--- src/common/xlate_pkg.sv ---
// ------------------------------------------------
// Widths, payload structs and the controller state
// type shared by the translation RTL and its bench
// ------------------------------------------------
package xlate_pkg;

    localparam int VADDR_BITS = 48;
    localparam int PADDR_BITS = 40;
    localparam int LEN_BITS   = 28;
    localparam int PID_BITS   = 6;
    localparam int HPID_BITS  = 16;
    localparam int DEST_BITS  = 4;

    typedef logic [VADDR_BITS-1:0] vaddr_t;
    typedef logic [PADDR_BITS-1:0] paddr_t;
    typedef logic [LEN_BITS-1:0]   len_t;
    typedef logic [PID_BITS-1:0]   pid_t;
    typedef logic [HPID_BITS-1:0]  hpid_t;
    typedef logic [DEST_BITS-1:0]  dest_t;

    // ------------------------------------------------
    // Interface payloads
    // ------------------------------------------------
    typedef struct packed {
        vaddr_t vaddr;
        len_t   len;
        pid_t   pid;
        dest_t  dest;
        logic   last;
    } req_t;

    typedef struct packed {
        vaddr_t vaddr;
        pid_t   pid;
    } tlb_lup_t;

    // ppn is a page number, shifted up by the page size on use
    typedef struct packed {
        logic   hit;
        paddr_t ppn;
        hpid_t  hpid;
    } tlb_rsp_t;

    typedef struct packed {
        paddr_t paddr;
        len_t   len;
        logic   last;
    } dma_req_t;

    typedef struct packed {
        vaddr_t vaddr;
        len_t   len;
        pid_t   pid;
    } pfault_t;

    typedef struct packed {
        vaddr_t vaddr;
        len_t   len;
        hpid_t  hpid;
        logic   last;
    } inv_t;

    typedef struct packed {
        pid_t  pid;
        dest_t dest;
    } done_t;

    // One outstanding DMA piece
    typedef struct packed {
        vaddr_t vaddr;
        len_t   len;
        hpid_t  hpid;
        pid_t   pid;
        dest_t  dest;
        logic   last;
    } entry_t;

    typedef enum logic [3:0] {
        ST_IDLE,
        ST_LUP,
        ST_WAIT_1,
        ST_WAIT_2,
        ST_CHECK,
        ST_LATCH,
        ST_CALC,
        ST_SEND,
        ST_MISS_SEND,
        ST_MISS_IDLE,
        ST_INV_WAIT
    } fsm_state_t;

endpackage

--- src/inflight/inflight_tracker.sv ---
// ------------------------------------------------
// Ring of outstanding DMA pieces. Pushed on issue,
// retired in order by dma_done, completions on last
// ------------------------------------------------
module inflight_tracker
    import xlate_pkg::*;
#(
    parameter int N_INFLIGHT_BITS = 3
) (
    input  logic                       aclk,
    input  logic                       aresetn,
    input  logic                       push,
    input  entry_t                     push_entry,
    output logic                       full,
    input  logic                       dma_done,
    output logic                       m_done_valid,
    output done_t                      m_done,
    input  logic [N_INFLIGHT_BITS-1:0] rd_ptr,
    output entry_t                     rd_entry,
    output logic [N_INFLIGHT_BITS-1:0] head,
    output logic [N_INFLIGHT_BITS-1:0] tail,
    output logic                       empty
);

    localparam int DEPTH = 1 << N_INFLIGHT_BITS;

    // Piece ring, read by the invalidation scan
    entry_t ring [DEPTH];

    // Completion queue, read at the tail
    done_t cmpl_q [DEPTH];
    logic  cmpl_last [DEPTH];

    logic [N_INFLIGHT_BITS-1:0] head_q;
    logic [N_INFLIGHT_BITS-1:0] tail_q;
    logic [N_INFLIGHT_BITS:0]   cnt_q;

    assign head  = head_q;
    assign tail  = tail_q;
    assign empty = (cnt_q == '0);
    assign full  = (cnt_q == (N_INFLIGHT_BITS+1)'(DEPTH));

    // Completion leaves with the dma_done that retires it
    assign m_done_valid = dma_done && cmpl_last[tail_q];
    assign m_done       = cmpl_q[tail_q];

    always_ff @(posedge aclk) begin
        if (push) begin
            ring[head_q]      <= push_entry;
            cmpl_q[head_q]    <= '{pid: push_entry.pid, dest: push_entry.dest};
            cmpl_last[head_q] <= push_entry.last;
        end
        rd_entry <= ring[rd_ptr];
    end

    // ------------------------------------------------
    // Pointers and occupancy
    // ------------------------------------------------
    always_ff @(posedge aclk) begin
        if (!aresetn) begin
            head_q <= '0;
            tail_q <= '0;
            cnt_q  <= '0;
        end else begin
            if (push) begin
                head_q <= head_q + 1'b1;
            end
            if (dma_done) begin
                tail_q <= tail_q + 1'b1;
            end
            case ({push, dma_done})
                2'b10:   cnt_q <= cnt_q + 1'b1;
                2'b01:   cnt_q <= cnt_q - 1'b1;
                default: cnt_q <= cnt_q;
            endcase
        end
    end

endmodule

--- src/inflight/invldt_scan.sv ---
// ------------------------------------------------
// Walks the in-flight ring for one invalidation and
// reports whether any outstanding piece overlaps it
// ------------------------------------------------
module invldt_scan
    import xlate_pkg::*;
#(
    parameter int N_INFLIGHT_BITS = 3
) (
    input  logic                       aclk,
    input  logic                       aresetn,
    input  logic                       scan_start,
    input  inv_t                       scan_inv,
    output logic                       scan_done,
    output logic                       scan_conflict,
    output logic [N_INFLIGHT_BITS-1:0] rd_ptr,
    input  entry_t                     rd_entry,
    input  logic [N_INFLIGHT_BITS-1:0] head,
    input  logic [N_INFLIGHT_BITS-1:0] tail,
    input  logic                       empty
);

    typedef enum logic [1:0] {SC_IDLE, SC_READ, SC_CMP} scan_state_t;
    typedef logic [VADDR_BITS:0] vsum_t;

    scan_state_t state_q;
    logic [N_INFLIGHT_BITS-1:0] ptr_q;
    inv_t inv_q;
    logic hit_q;
    logic done_q;

    vsum_t inv_end;
    vsum_t ent_end;
    logic  match;

    assign rd_ptr        = ptr_q;
    assign scan_done     = done_q;
    assign scan_conflict = hit_q;

    // Half-open byte ranges with one extra bit against wrap
    assign inv_end = vsum_t'(inv_q.vaddr) + vsum_t'(inv_q.len);
    assign ent_end = vsum_t'(rd_entry.vaddr) + vsum_t'(rd_entry.len);
    assign match   = (rd_entry.hpid == inv_q.hpid) &&
                     (vsum_t'(inv_q.vaddr) < ent_end) &&
                     (vsum_t'(rd_entry.vaddr) < inv_end);

    always_ff @(posedge aclk) begin
        if (scan_start) begin
            inv_q <= scan_inv;
        end
    end

    always_ff @(posedge aclk) begin
        if (!aresetn) begin
            state_q <= SC_IDLE;
            ptr_q   <= '0;
            hit_q   <= 1'b0;
            done_q  <= 1'b0;
        end else begin
            done_q <= 1'b0;
            case (state_q)
                SC_IDLE: begin
                    if (scan_start) begin
                        hit_q <= 1'b0;
                        ptr_q <= tail;
                        // Nothing outstanding so the scan is clean
                        if (empty) begin
                            done_q <= 1'b1;
                        end else begin
                            state_q <= SC_READ;
                        end
                    end
                end
                // rd_entry follows rd_ptr by one cycle
                SC_READ: state_q <= SC_CMP;
                SC_CMP: begin
                    hit_q <= hit_q || match;
                    ptr_q <= ptr_q + 1'b1;
                    if (ptr_q + 1'b1 == head) begin
                        done_q  <= 1'b1;
                        state_q <= SC_IDLE;
                    end else begin
                        state_q <= SC_READ;
                    end
                end
                default: state_q <= SC_IDLE;
            endcase
        end
    end

endmodule

--- src/xlate/xlate_fsm.sv ---
// ------------------------------------------------
// Request FSM: TLB lookup, split at page ends, DMA
// issue, page-fault reporting and invalidation entry
// ------------------------------------------------
module xlate_fsm
    import xlate_pkg::*;
#(
    parameter int PG_BITS = 21
) (
    input  logic     aclk,
    input  logic     aresetn,
    input  logic     s_req_valid,
    output logic     s_req_ready,
    input  req_t     s_req,
    output logic     tlb_lup_valid,
    output tlb_lup_t tlb_lup,
    input  tlb_rsp_t tlb_rsp,
    output logic     dma_valid,
    input  logic     dma_ready,
    output dma_req_t dma_req,
    output logic     m_pfault_valid,
    input  logic     m_pfault_ready,
    output pfault_t  m_pfault,
    input  logic     s_pfault_valid,
    output logic     s_pfault_ready,
    input  logic     s_pfault_retry,
    input  logic     s_invldt_valid,
    output logic     s_invldt_ready,
    input  inv_t     s_invldt,
    output logic     m_invldt_valid,
    input  logic     m_invldt_ready,
    output hpid_t    m_invldt,
    output logic     push,
    output entry_t   push_entry,
    input  logic     full,
    output logic     scan_start,
    output inv_t     scan_inv,
    input  logic     scan_done,
    input  logic     scan_conflict
);

    localparam len_t PG_SIZE = len_t'(1) << PG_BITS;

    fsm_state_t state_q, state_d;

    // Current request, advanced piece by piece
    vaddr_t vaddr_q;
    len_t   len_q;
    pid_t   pid_q;
    dest_t  dest_q;
    logic   last_q;

    // Lookup result and current piece
    paddr_t ppn_q;
    hpid_t  hpid_q;
    len_t   room_q;
    vaddr_t pvaddr_q;
    paddr_t paddr_q;
    len_t   plen_q;
    logic   plast_q;

    pfault_t pf_q;
    inv_t    inv_q;
    logic    scan_start_q;
    logic    inv_clean_q;
    logic    ret_miss_q;

    logic take_inv;
    logic send_fire;
    len_t plen;

    assign s_invldt_ready = (state_q == ST_IDLE) || (state_q == ST_MISS_IDLE);
    assign take_inv       = s_invldt_valid && s_invldt_ready;
    assign s_req_ready    = (state_q == ST_IDLE) && !s_invldt_valid;
    assign s_pfault_ready = (state_q == ST_MISS_IDLE) && !s_invldt_valid;

    // Only fire when the ring has room
    assign send_fire = (state_q == ST_SEND) && dma_ready && !full;
    assign plen      = (len_q < room_q) ? len_q : room_q;

    assign tlb_lup_valid = (state_q == ST_LUP);
    assign tlb_lup       = '{vaddr: vaddr_q, pid: pid_q};

    assign dma_valid  = send_fire;
    assign dma_req    = '{paddr: paddr_q, len: plen_q, last: plast_q};
    assign push       = send_fire;
    assign push_entry = '{vaddr: pvaddr_q, len: plen_q, hpid: hpid_q, pid: pid_q,
                          dest: dest_q, last: plast_q};

    assign m_pfault_valid = (state_q == ST_MISS_SEND);
    assign m_pfault       = pf_q;
    assign m_invldt_valid = (state_q == ST_INV_WAIT) && inv_clean_q && inv_q.last;
    assign m_invldt       = inv_q.hpid;
    assign scan_start     = scan_start_q;
    assign scan_inv       = inv_q;

    // ------------------------------------------------
    // Next state
    // ------------------------------------------------
    always_comb begin
        state_d = state_q;
        case (state_q)
            ST_IDLE: begin
                if (take_inv) begin
                    state_d = ST_INV_WAIT;
                end else if (s_req_valid && s_req.len != '0) begin
                    state_d = ST_LUP;
                end
            end
            ST_LUP:    state_d = ST_WAIT_1;
            ST_WAIT_1: state_d = ST_WAIT_2;
            ST_WAIT_2: state_d = ST_CHECK;
            ST_CHECK:  state_d = tlb_rsp.hit ? ST_LATCH : ST_MISS_SEND;
            ST_LATCH:  state_d = ST_CALC;
            ST_CALC:   state_d = ST_SEND;
            ST_SEND: begin
                // len_q already holds what is left after this piece
                if (send_fire) begin
                    state_d = (len_q != '0) ? ST_LUP : ST_IDLE;
                end
            end
            ST_MISS_SEND: begin
                if (m_pfault_ready) begin
                    state_d = ST_MISS_IDLE;
                end
            end
            ST_MISS_IDLE: begin
                if (take_inv) begin
                    state_d = ST_INV_WAIT;
                end else if (s_pfault_valid) begin
                    state_d = s_pfault_retry ? ST_LUP : ST_IDLE;
                end
            end
            ST_INV_WAIT: begin
                if (inv_clean_q && (!inv_q.last || m_invldt_ready)) begin
                    state_d = ret_miss_q ? ST_MISS_IDLE : ST_IDLE;
                end
            end
            default: state_d = ST_IDLE;
        endcase
    end

    always_ff @(posedge aclk) begin
        if (!aresetn) begin
            state_q      <= ST_IDLE;
            scan_start_q <= 1'b0;
            inv_clean_q  <= 1'b0;
            ret_miss_q   <= 1'b0;
        end else begin
            state_q <= state_d;
            // Rescan until no piece overlaps
            scan_start_q <= take_inv ||
                            ((state_q == ST_INV_WAIT) && scan_done && scan_conflict);
            if (take_inv) begin
                inv_clean_q <= 1'b0;
                ret_miss_q  <= (state_q == ST_MISS_IDLE);
            end else if ((state_q == ST_INV_WAIT) && scan_done && !scan_conflict) begin
                inv_clean_q <= 1'b1;
            end
        end
    end

    // ------------------------------------------------
    // Request and piece datapath
    // ------------------------------------------------
    always_ff @(posedge aclk) begin
        if (take_inv) begin
            inv_q <= s_invldt;
        end
        if (s_req_valid && s_req_ready) begin
            vaddr_q <= s_req.vaddr;
            len_q   <= s_req.len;
            pid_q   <= s_req.pid;
            dest_q  <= s_req.dest;
            last_q  <= s_req.last;
        end
        case (state_q)
            ST_CHECK: begin
                ppn_q  <= tlb_rsp.ppn;
                hpid_q <= tlb_rsp.hpid;
                pf_q   <= '{vaddr: vaddr_q, len: len_q, pid: pid_q};
            end
            ST_LATCH: begin
                room_q <= PG_SIZE - len_t'(vaddr_q[PG_BITS-1:0]);
            end
            ST_CALC: begin
                paddr_q  <= {ppn_q[PADDR_BITS-PG_BITS-1:0], vaddr_q[PG_BITS-1:0]};
                plen_q   <= plen;
                pvaddr_q <= vaddr_q;
                plast_q  <= last_q && (plen == len_q);
                vaddr_q  <= vaddr_q + vaddr_t'(plen);
                len_q    <= len_q - plen;
            end
            default: ;
        endcase
    end

endmodule

--- src/xlate_top.sv ---
// ------------------------------------------------
// Host address translation controller top level.
// Joins the request FSM, the in-flight ring and the
// invalidation scanner; page size set by PG_BITS
// ------------------------------------------------
module xlate_top
    import xlate_pkg::*;
#(
    parameter int PG_BITS         = 21,
    parameter int N_INFLIGHT_BITS = 3
) (
    input  logic     aclk,
    input  logic     aresetn,
    // Requests
    input  logic     s_req_valid,
    output logic     s_req_ready,
    input  req_t     s_req,
    // External TLB
    output logic     tlb_lup_valid,
    output tlb_lup_t tlb_lup,
    input  tlb_rsp_t tlb_rsp,
    // Host DMA
    output logic     dma_valid,
    input  logic     dma_ready,
    output dma_req_t dma_req,
    input  logic     dma_done,
    output logic     m_done_valid,
    output done_t    m_done,
    // Page faults
    output logic     m_pfault_valid,
    input  logic     m_pfault_ready,
    output pfault_t  m_pfault,
    input  logic     s_pfault_valid,
    output logic     s_pfault_ready,
    input  logic     s_pfault_retry,
    // Invalidations
    input  logic     s_invldt_valid,
    output logic     s_invldt_ready,
    input  inv_t     s_invldt,
    output logic     m_invldt_valid,
    input  logic     m_invldt_ready,
    output hpid_t    m_invldt
);

    // Ring push side
    logic   push;
    entry_t push_entry;
    logic   full;

    // Ring scan side
    logic [N_INFLIGHT_BITS-1:0] rd_ptr;
    logic [N_INFLIGHT_BITS-1:0] head;
    logic [N_INFLIGHT_BITS-1:0] tail;
    entry_t rd_entry;
    logic   empty;

    logic scan_start;
    inv_t scan_inv;
    logic scan_done;
    logic scan_conflict;

    xlate_fsm #(.PG_BITS(PG_BITS)) u_fsm (.*);

    inflight_tracker #(.N_INFLIGHT_BITS(N_INFLIGHT_BITS)) u_tracker (.*);

    invldt_scan #(.N_INFLIGHT_BITS(N_INFLIGHT_BITS)) u_scan (.*);

endmodule

--- config.mk ---
export PLATFORM = sky130hd
export DESIGN_NAME = xlate_top
export DESIGN_NICKNAME = d
export VERILOG_FILES = /design/src/common/xlate_pkg.sv /design/src/inflight/inflight_tracker.sv /design/src/inflight/invldt_scan.sv /design/src/xlate/xlate_fsm.sv /design/src/xlate_top.sv
export SDC_FILE = /design/constraint.sdc
export NUM_CORES = 2
export LEC_CHECK = 0
export ABC_AREA = 1
export BUFFER_PORTS_ARGS = -buffer_cell sky130_fd_sc_hd__clkbuf_2
export CAP_MARGIN = 20
export CORE_ASPECT_RATIO = 1.4
export CORE_MARGIN = 3
export CORE_UTILIZATION = 47
export CTS_CLUSTER_SIZE = 16
export DETAILED_ROUTE_END_ITERATION = 8
export PLACE_DENSITY = 0.66
export SETUP_SLACK_MARGIN = 0.3
export SLEW_MARGIN = 20
export SYNTH_ARGS = -nofsm -noshare
export SYNTH_HDL_FRONTEND = slang
export SYNTH_SLANG_ARGS = --single-unit
--- constraint.sdc ---
create_clock -name aclk -period 13.3 [get_ports aclk]
set_input_delay 2.66 -clock aclk [delete_from_list [all_inputs] [get_ports aclk]]
set_output_delay 2.66 -clock aclk [all_outputs]
set_load 0.01 [all_outputs]
## Word-level counts from Yosys, hierarchy flattened

Memories as Yosys holds them, arrays and structs flattened. A register that Yosys moved wholly into a read port is not among the register bits.
Cells that the tools add are included.

| storage, ports and cells | value |
|---|---|
| bits in registers | 558 |
| bits in writable memories | 912 |
| output and inout bits | 239 |
| logic and storage cells | 148 |
| memories | 3 |

| cells by class | value |
|---|---|
| add/sub/neg operators | 10 |
| order comparisons | 3 |
| equality and inequality tests | 25 |
| muxes and demuxes | 36 |
| bitwise logic cells | 1 |
| reduce and logical (&&, ||, !) cells | 37 |

Memories:

| memory | words | width | rd ports | clocked after Yosys merged registers in | write ports | RTL line | RTL |
|---|---|---|---|---|---|---|---|
| u_tracker.ring | 8 | 103 | 1 | 1 | 1 | inflight_tracker.sv:28 | `entry_t ring [DEPTH];` |
| u_tracker.cmpl_q | 8 | 10 | 1 | 1 | 1 | inflight_tracker.sv:31 | `done_t cmpl_q [DEPTH];` |
| u_tracker.cmpl_last | 8 | 1 | 1 | 1 | 1 | inflight_tracker.sv:32 | `logic cmpl_last [DEPTH];` |

Operator list:

| operator | number |
|---|---|
| 48-bit by 28-bit adder with 49-bit output | 2 |
| 48-bit by 49-bit < comparator with 1-bit output | 2 |
| 48-bit 2-to-1 mux | 2 |
| 28-bit 2-to-1 mux | 3 |
| 28-bit nonzero test | 2 |
| 48-bit by 28-bit adder with 48-bit output | 1 |
| 4-bit one-hot mux with 11 select lines | 1 |
| 4-bit 2-to-1 mux | 9 |
| 28-bit == test | 1 |
| 28-bit < comparator | 1 |
| 28-bit subtractor | 1 |
| 22-bit by 21-bit subtractor with 23-bit output, first input constant | 1 |
| 1-bit logical AND | 17 |
| 16-bit == test | 1 |
| 4-bit by 3-bit == test with 1-bit output, second input constant | 4 |
| 4-bit == test, second input constant | 4 |
| 3-bit 2-to-1 mux | 5 |
| 3-bit by 1-bit adder with 3-bit output, second input constant | 3 |
| 1-bit 2-to-1 mux | 9 |
| 4-bit by 2-bit == test with 1-bit output, second input constant | 2 |
| 4-bit zero test | 2 |
| 4-bit one-hot mux with 2 select lines | 1 |
| 2-bit inequality test, second input constant | 3 |
| 3-bit by 2-bit inequality test with 1-bit output, second input constant | 2 |
| other kinds (19) | 33 |

## Depth between registers and ports, before layout

| logic depth | value |
|---|---|
| depth in word-level cells | 6 |
| gate-level depth with buffers | 27 |
| gate-level depth less buffers | 27 |

## Cells and area by module

A second synthesis with hierarchy kept.

| second synthesis, totals | value |
|---|---|
| cell total of the unflattened synthesis | 6033 |
| area total of the unflattened synthesis | 66319.9 um^2 |

By module, submodules not included:

| module | times used | cells each | area an instance (um^2) | seq. area each (um^2) |
|---|---|---|---|---|
| inflight_tracker | 1 | 2690 | 35484.0 | 27066.0 |
| xlate_fsm | 1 | 2080 | 20897.5 | 12602.1 |
| invldt_scan | 1 | 1263 | 9938.3 | 2902.8 |

## Worst setup path after synthesis

No wires, ideal clock.

| path | value |
|---|---|
| path kind | input to register |
| start point | in dma_ready |
| end point | mem u_tracker.cmpl_q[3][0] in the netlist's numbering (enable) |
| setup time | 0.692 ns |
| arrival time | 10.167 ns |
| path slack | 2.441 ns |
| cell stages on the path | 6 |
| buffers on the path | 0 |
| path through | nand2_1 -> nor2_4 -> inv_1 -> nor2_1 -> inv_1 -> nor3_1 |

| between the ends | value |
|---|---|
| cells in the longest elaborated chain, start to end | 4 |

RTL lines:

| what | RTL line | RTL |
|---|---|---|
| from (decl) | xlate_top.sv:24 | `input logic dma_ready,` |
| 1-bit logical AND (2 in a row) | xlate_fsm.sv:78 | `assign send_fire = (state_q == ST_SEND) && dma_ready && !full;` |
| via dma_valid | xlate_top.sv:23 | `output logic dma_valid,` |
| 1-bit 2-to-1 mux | inflight_tracker.sv:48 | `if (push) begin` |
| 1-bit 2-to-1 mux (not written as such) | inflight_tracker.sv:50 | `cmpl_q[head_q] <= '{pid: push_entry.pid, dest: push_entry.dest};` |
| to (decl) | inflight_tracker.sv:31 |  |

The timed path passes the listed nets, and every way through them passes these cells.

## Final worst setup path

| path | value |
|---|---|
| start point | in dma_done |
| end point | out m_done_valid |

| between the ends | value |
|---|---|
| cells in the longest elaborated chain, start to end | 1 |

RTL lines:

| what | RTL line | RTL |
|---|---|---|
| from (decl) | xlate_top.sv:26 | `input logic dma_done,` |
| 1-bit logical AND | inflight_tracker.sv:44 | `assign m_done_valid = dma_done && cmpl_last[tail_q];` |
| to (decl) | xlate_top.sv:27 | `output logic m_done_valid,` |

No other way between the ends.

==> impl_metrics.json <==
{
  "synth_flop_cell": "edfxtp_1",
  "rsz0062_at_grt": "false",
  "drive_gt1_share_pct": 13.5,
  "cp.arrival_ps": 3440,
  "synthArstFlopShare_pct": 0,
  "vias_per_cell": 5.47,
  "avgSynthCellArea_um2": 11.5,
  "cts_max_level": 4,
  "ys_ff_latch": 1450,
  "yosysSeqAreaShare_pct": 66.6,
  "drv_slew": 0,
  "maxCapViolations": 0,
  "area_growth_pct": 13.1,
  "wl_met3_um": 10100,
  "nets": 6426,
  "status": "finished clean",
  "gp_congestion": 0.934,
  "cts_resized": 0,
  "cts_hold_buf": 0,
  "grt_max_degree": 174,
  "wl_per_cell_um": 21.9,
  "top_layer_used": "met5",
  "min_period_ps": 6100,
  "core_mm2": 0.134,
  "ios": 486,
  "slew_headroom_pct": 32.5,
  "period_share_pct": 45.9,
  "power_leakage_uw": 0.0269,
  "postLayoutCoreUtil_pct": 53.5,
  "critPathCaptureType": "output port",
  "r2r_cells": 21,
  "met2_length_um": 84700,
  "die-area_mm2": 0.140,
  "clockBufferDepth": 3,
  "p_per_area_mw_per_mm2": 189,
  "grt_pass1_wl_um": 253000,
  "postSynthCellCount": 5536,
  "portBuffers": 464,
  "syn_area_mm2": 0.0636,
  "cts_sinks": 1450,
  "hold_violations": 0,
  "fmax_ghz": 0.164,
  "grt_overflow": 0,
  "start_util_pct": 47.3,
  "fp.dieW_um": 317,
  "vdd_drop_max_v": 0.000120,
  "synth_edf_count": 1331,
  "ys_warn_count": 0,
  "worstPathRequired_ps": 10640,
  "grt_pass1_vias": 42169,
  "max_slew.worst_pin.slew_ps": 1010,
  "hold_path_depth": 0,
  "antenna_found_initial": 6,
  "path_max_fanout": 7,
  "met1_length_um": 69100,
  "clk_latency_ps": 780,
  "start_kind": "primary input",
  "cts_made_buffers": 139,
  "vias": 42835,
  "wl_um": 171000,
  "die_y_um": 441,
  "setup_violations": 0,
  "cts.clk_slew.worst_paths_ps": 70,
  "first_pass_iters": 7,
  "num_rows": 159,
  "drt_iter0_markers": 3237,
  "final_antenna_net_count": 0,
  "clock_skew_ps": 34.3,
  "cts_tree": "yes",
  "crit_type": "primary input to output port",
  "track_usage_pct": 24.3,
  "remaining_drc_errors": 0,
  "ctsRootBufferMaster": "clkbuf_16",
  "tns_ps": 0,
  "hold_class": "flop to flop",
  "cts_setup_buffers": 0,
  "hpwl_um": 116000,
  "synth_cell_types": 66
}
==> area by class of cell <==
class	instances	area [um2]
fill	11352	62400
sequential	1450	42400
multi-input combinational	3483	18700
clock buffer	186	3790
timing repair buffer	510	2760
tap	1771	2220
inverter	362	1380
clock inverter	68	691
antenna	2	5.00
==> power breakdown <==
part | switching (uW) | internal [uW] | total, uW | leakage [uW]
Combinational | 2500 | 1350 | 3840 | 0.0117
Sequential | 422 | 5420 | 5840 | 0.0130
Clock | 1720 | 2150 | 3870 | 0.00218
Total | 4640 | 8920 | 13600 | 0.0269
==> Yosys cell counts (all sizes together) (104+ instances only) <==
library cell     n  share of area [%]
dfxtp          119                3.7
o22ai          104                1.0
buf            128                1.3
nand3          130                1.0
nand2          716                4.3
a21oi          211                1.7
a31oi          123                1.2
nor2           981                5.9
o21ai          574                4.6
edfxtp        1331                 63
ha             228                4.5
inv            362                2.1
clkbuf         124               0.73
==> cells in the final DEF (no fill, tap or decap), types with 40 or more instances in the layout <==
cell	netlist	routed
ha_1	228	228
dfxtp_1	119	116
o21ai_0	550	549
buf_4	86	40
nor2_1	972	967
nand2_1	699	699
inv_1	355	352
xor2_1	86	86
nand3_1	127	127
edfxtp_1	1331	1331
clkbuf_2	0	464
a21oi_1	206	206
a31oi_1	123	123
clkbuf_16	0	142
nand4_1	41	41
o22ai_1	104	104
nor3_1	59	53
xnor2_1	60	60
==> routing by layer <==
layer,GRT usage (%),vias up
met1,30.5,20758
li1,-,20320
met3,4.15,300
met2,41.5,1455
met4,10.2,2
met5,0,-
==> cell families after synthesis <==
| logic type | Yosys count | share of synthesized area (%) |
|---|---|---|
| simple gates | 2003 | 13.0 |
| flops | 1450 | 66.6 |
| compound gates | 1089 | 9.49 |
| buf+inv | 614 | 4.18 |
| fa+ha+maj | 233 | 4.65 |
| xor+xnor | 146 | 2.01 |
| other cells | 1 | 0.00590 |
==> registers in the layout, summed over array words and instances, names as in the netlist, 27 cells and up, named ones only <==
name / cells
u_fsm.paddr_q: 40
u_fsm.m_pfault: 82
u_fsm.scan_inv: 77
u_fsm.vaddr_q: 48
u_fsm.plen_q: 28
u_tracker.rd_entry: 92
u_scan.inv_q: 92
u_fsm.len_q: 28
u_tracker.ring: 752
u_tracker.cmpl_q: 72
u_fsm.pvaddr_q: 27
==> path summary, 6_finish.rpt <==
check | startpoint | to | slack (ps)
worst min-delay path | u_fsm.scan_inv[92] | u_scan.inv_q[92] | 420
worst min register to register | u_fsm.scan_inv[92] | u_scan.inv_q[92] | 420
worst max register to register | u_fsm.len_q[1] | u_fsm.len_q[25] | 8390
worst max-delay path | dma_done | m_done_valid | 7200
==> worst max-delay path, stage by stage <==
cell and delay (ps):
clkbuf_2 160, o21ai_0 110, a31oi_1 310, clkbuf_2 200
==> per-stage QoR <==
step | instance area, um2 | setup slack, ps | total power, uW | hold WS, ps | cells
3_3_place_gp | 67300 | 6860 | 9700 | 402 | 7574
4_1_cts | 71800 | 7180 | 13600 | 416 | 7829
6_report | 71900 | 7200 | 13600 | 416 | 7832
2_1_floorplan | 63600 | 2440 | 8550 | 400 | 5547
5_1_grt | 71900 | 7180 | 14400 | 423 | 7830
3_5_place_dp | 67400 | 6830 | 9770 | 405 | 7575
No activity file was read; power rests on OpenSTA's default activity.
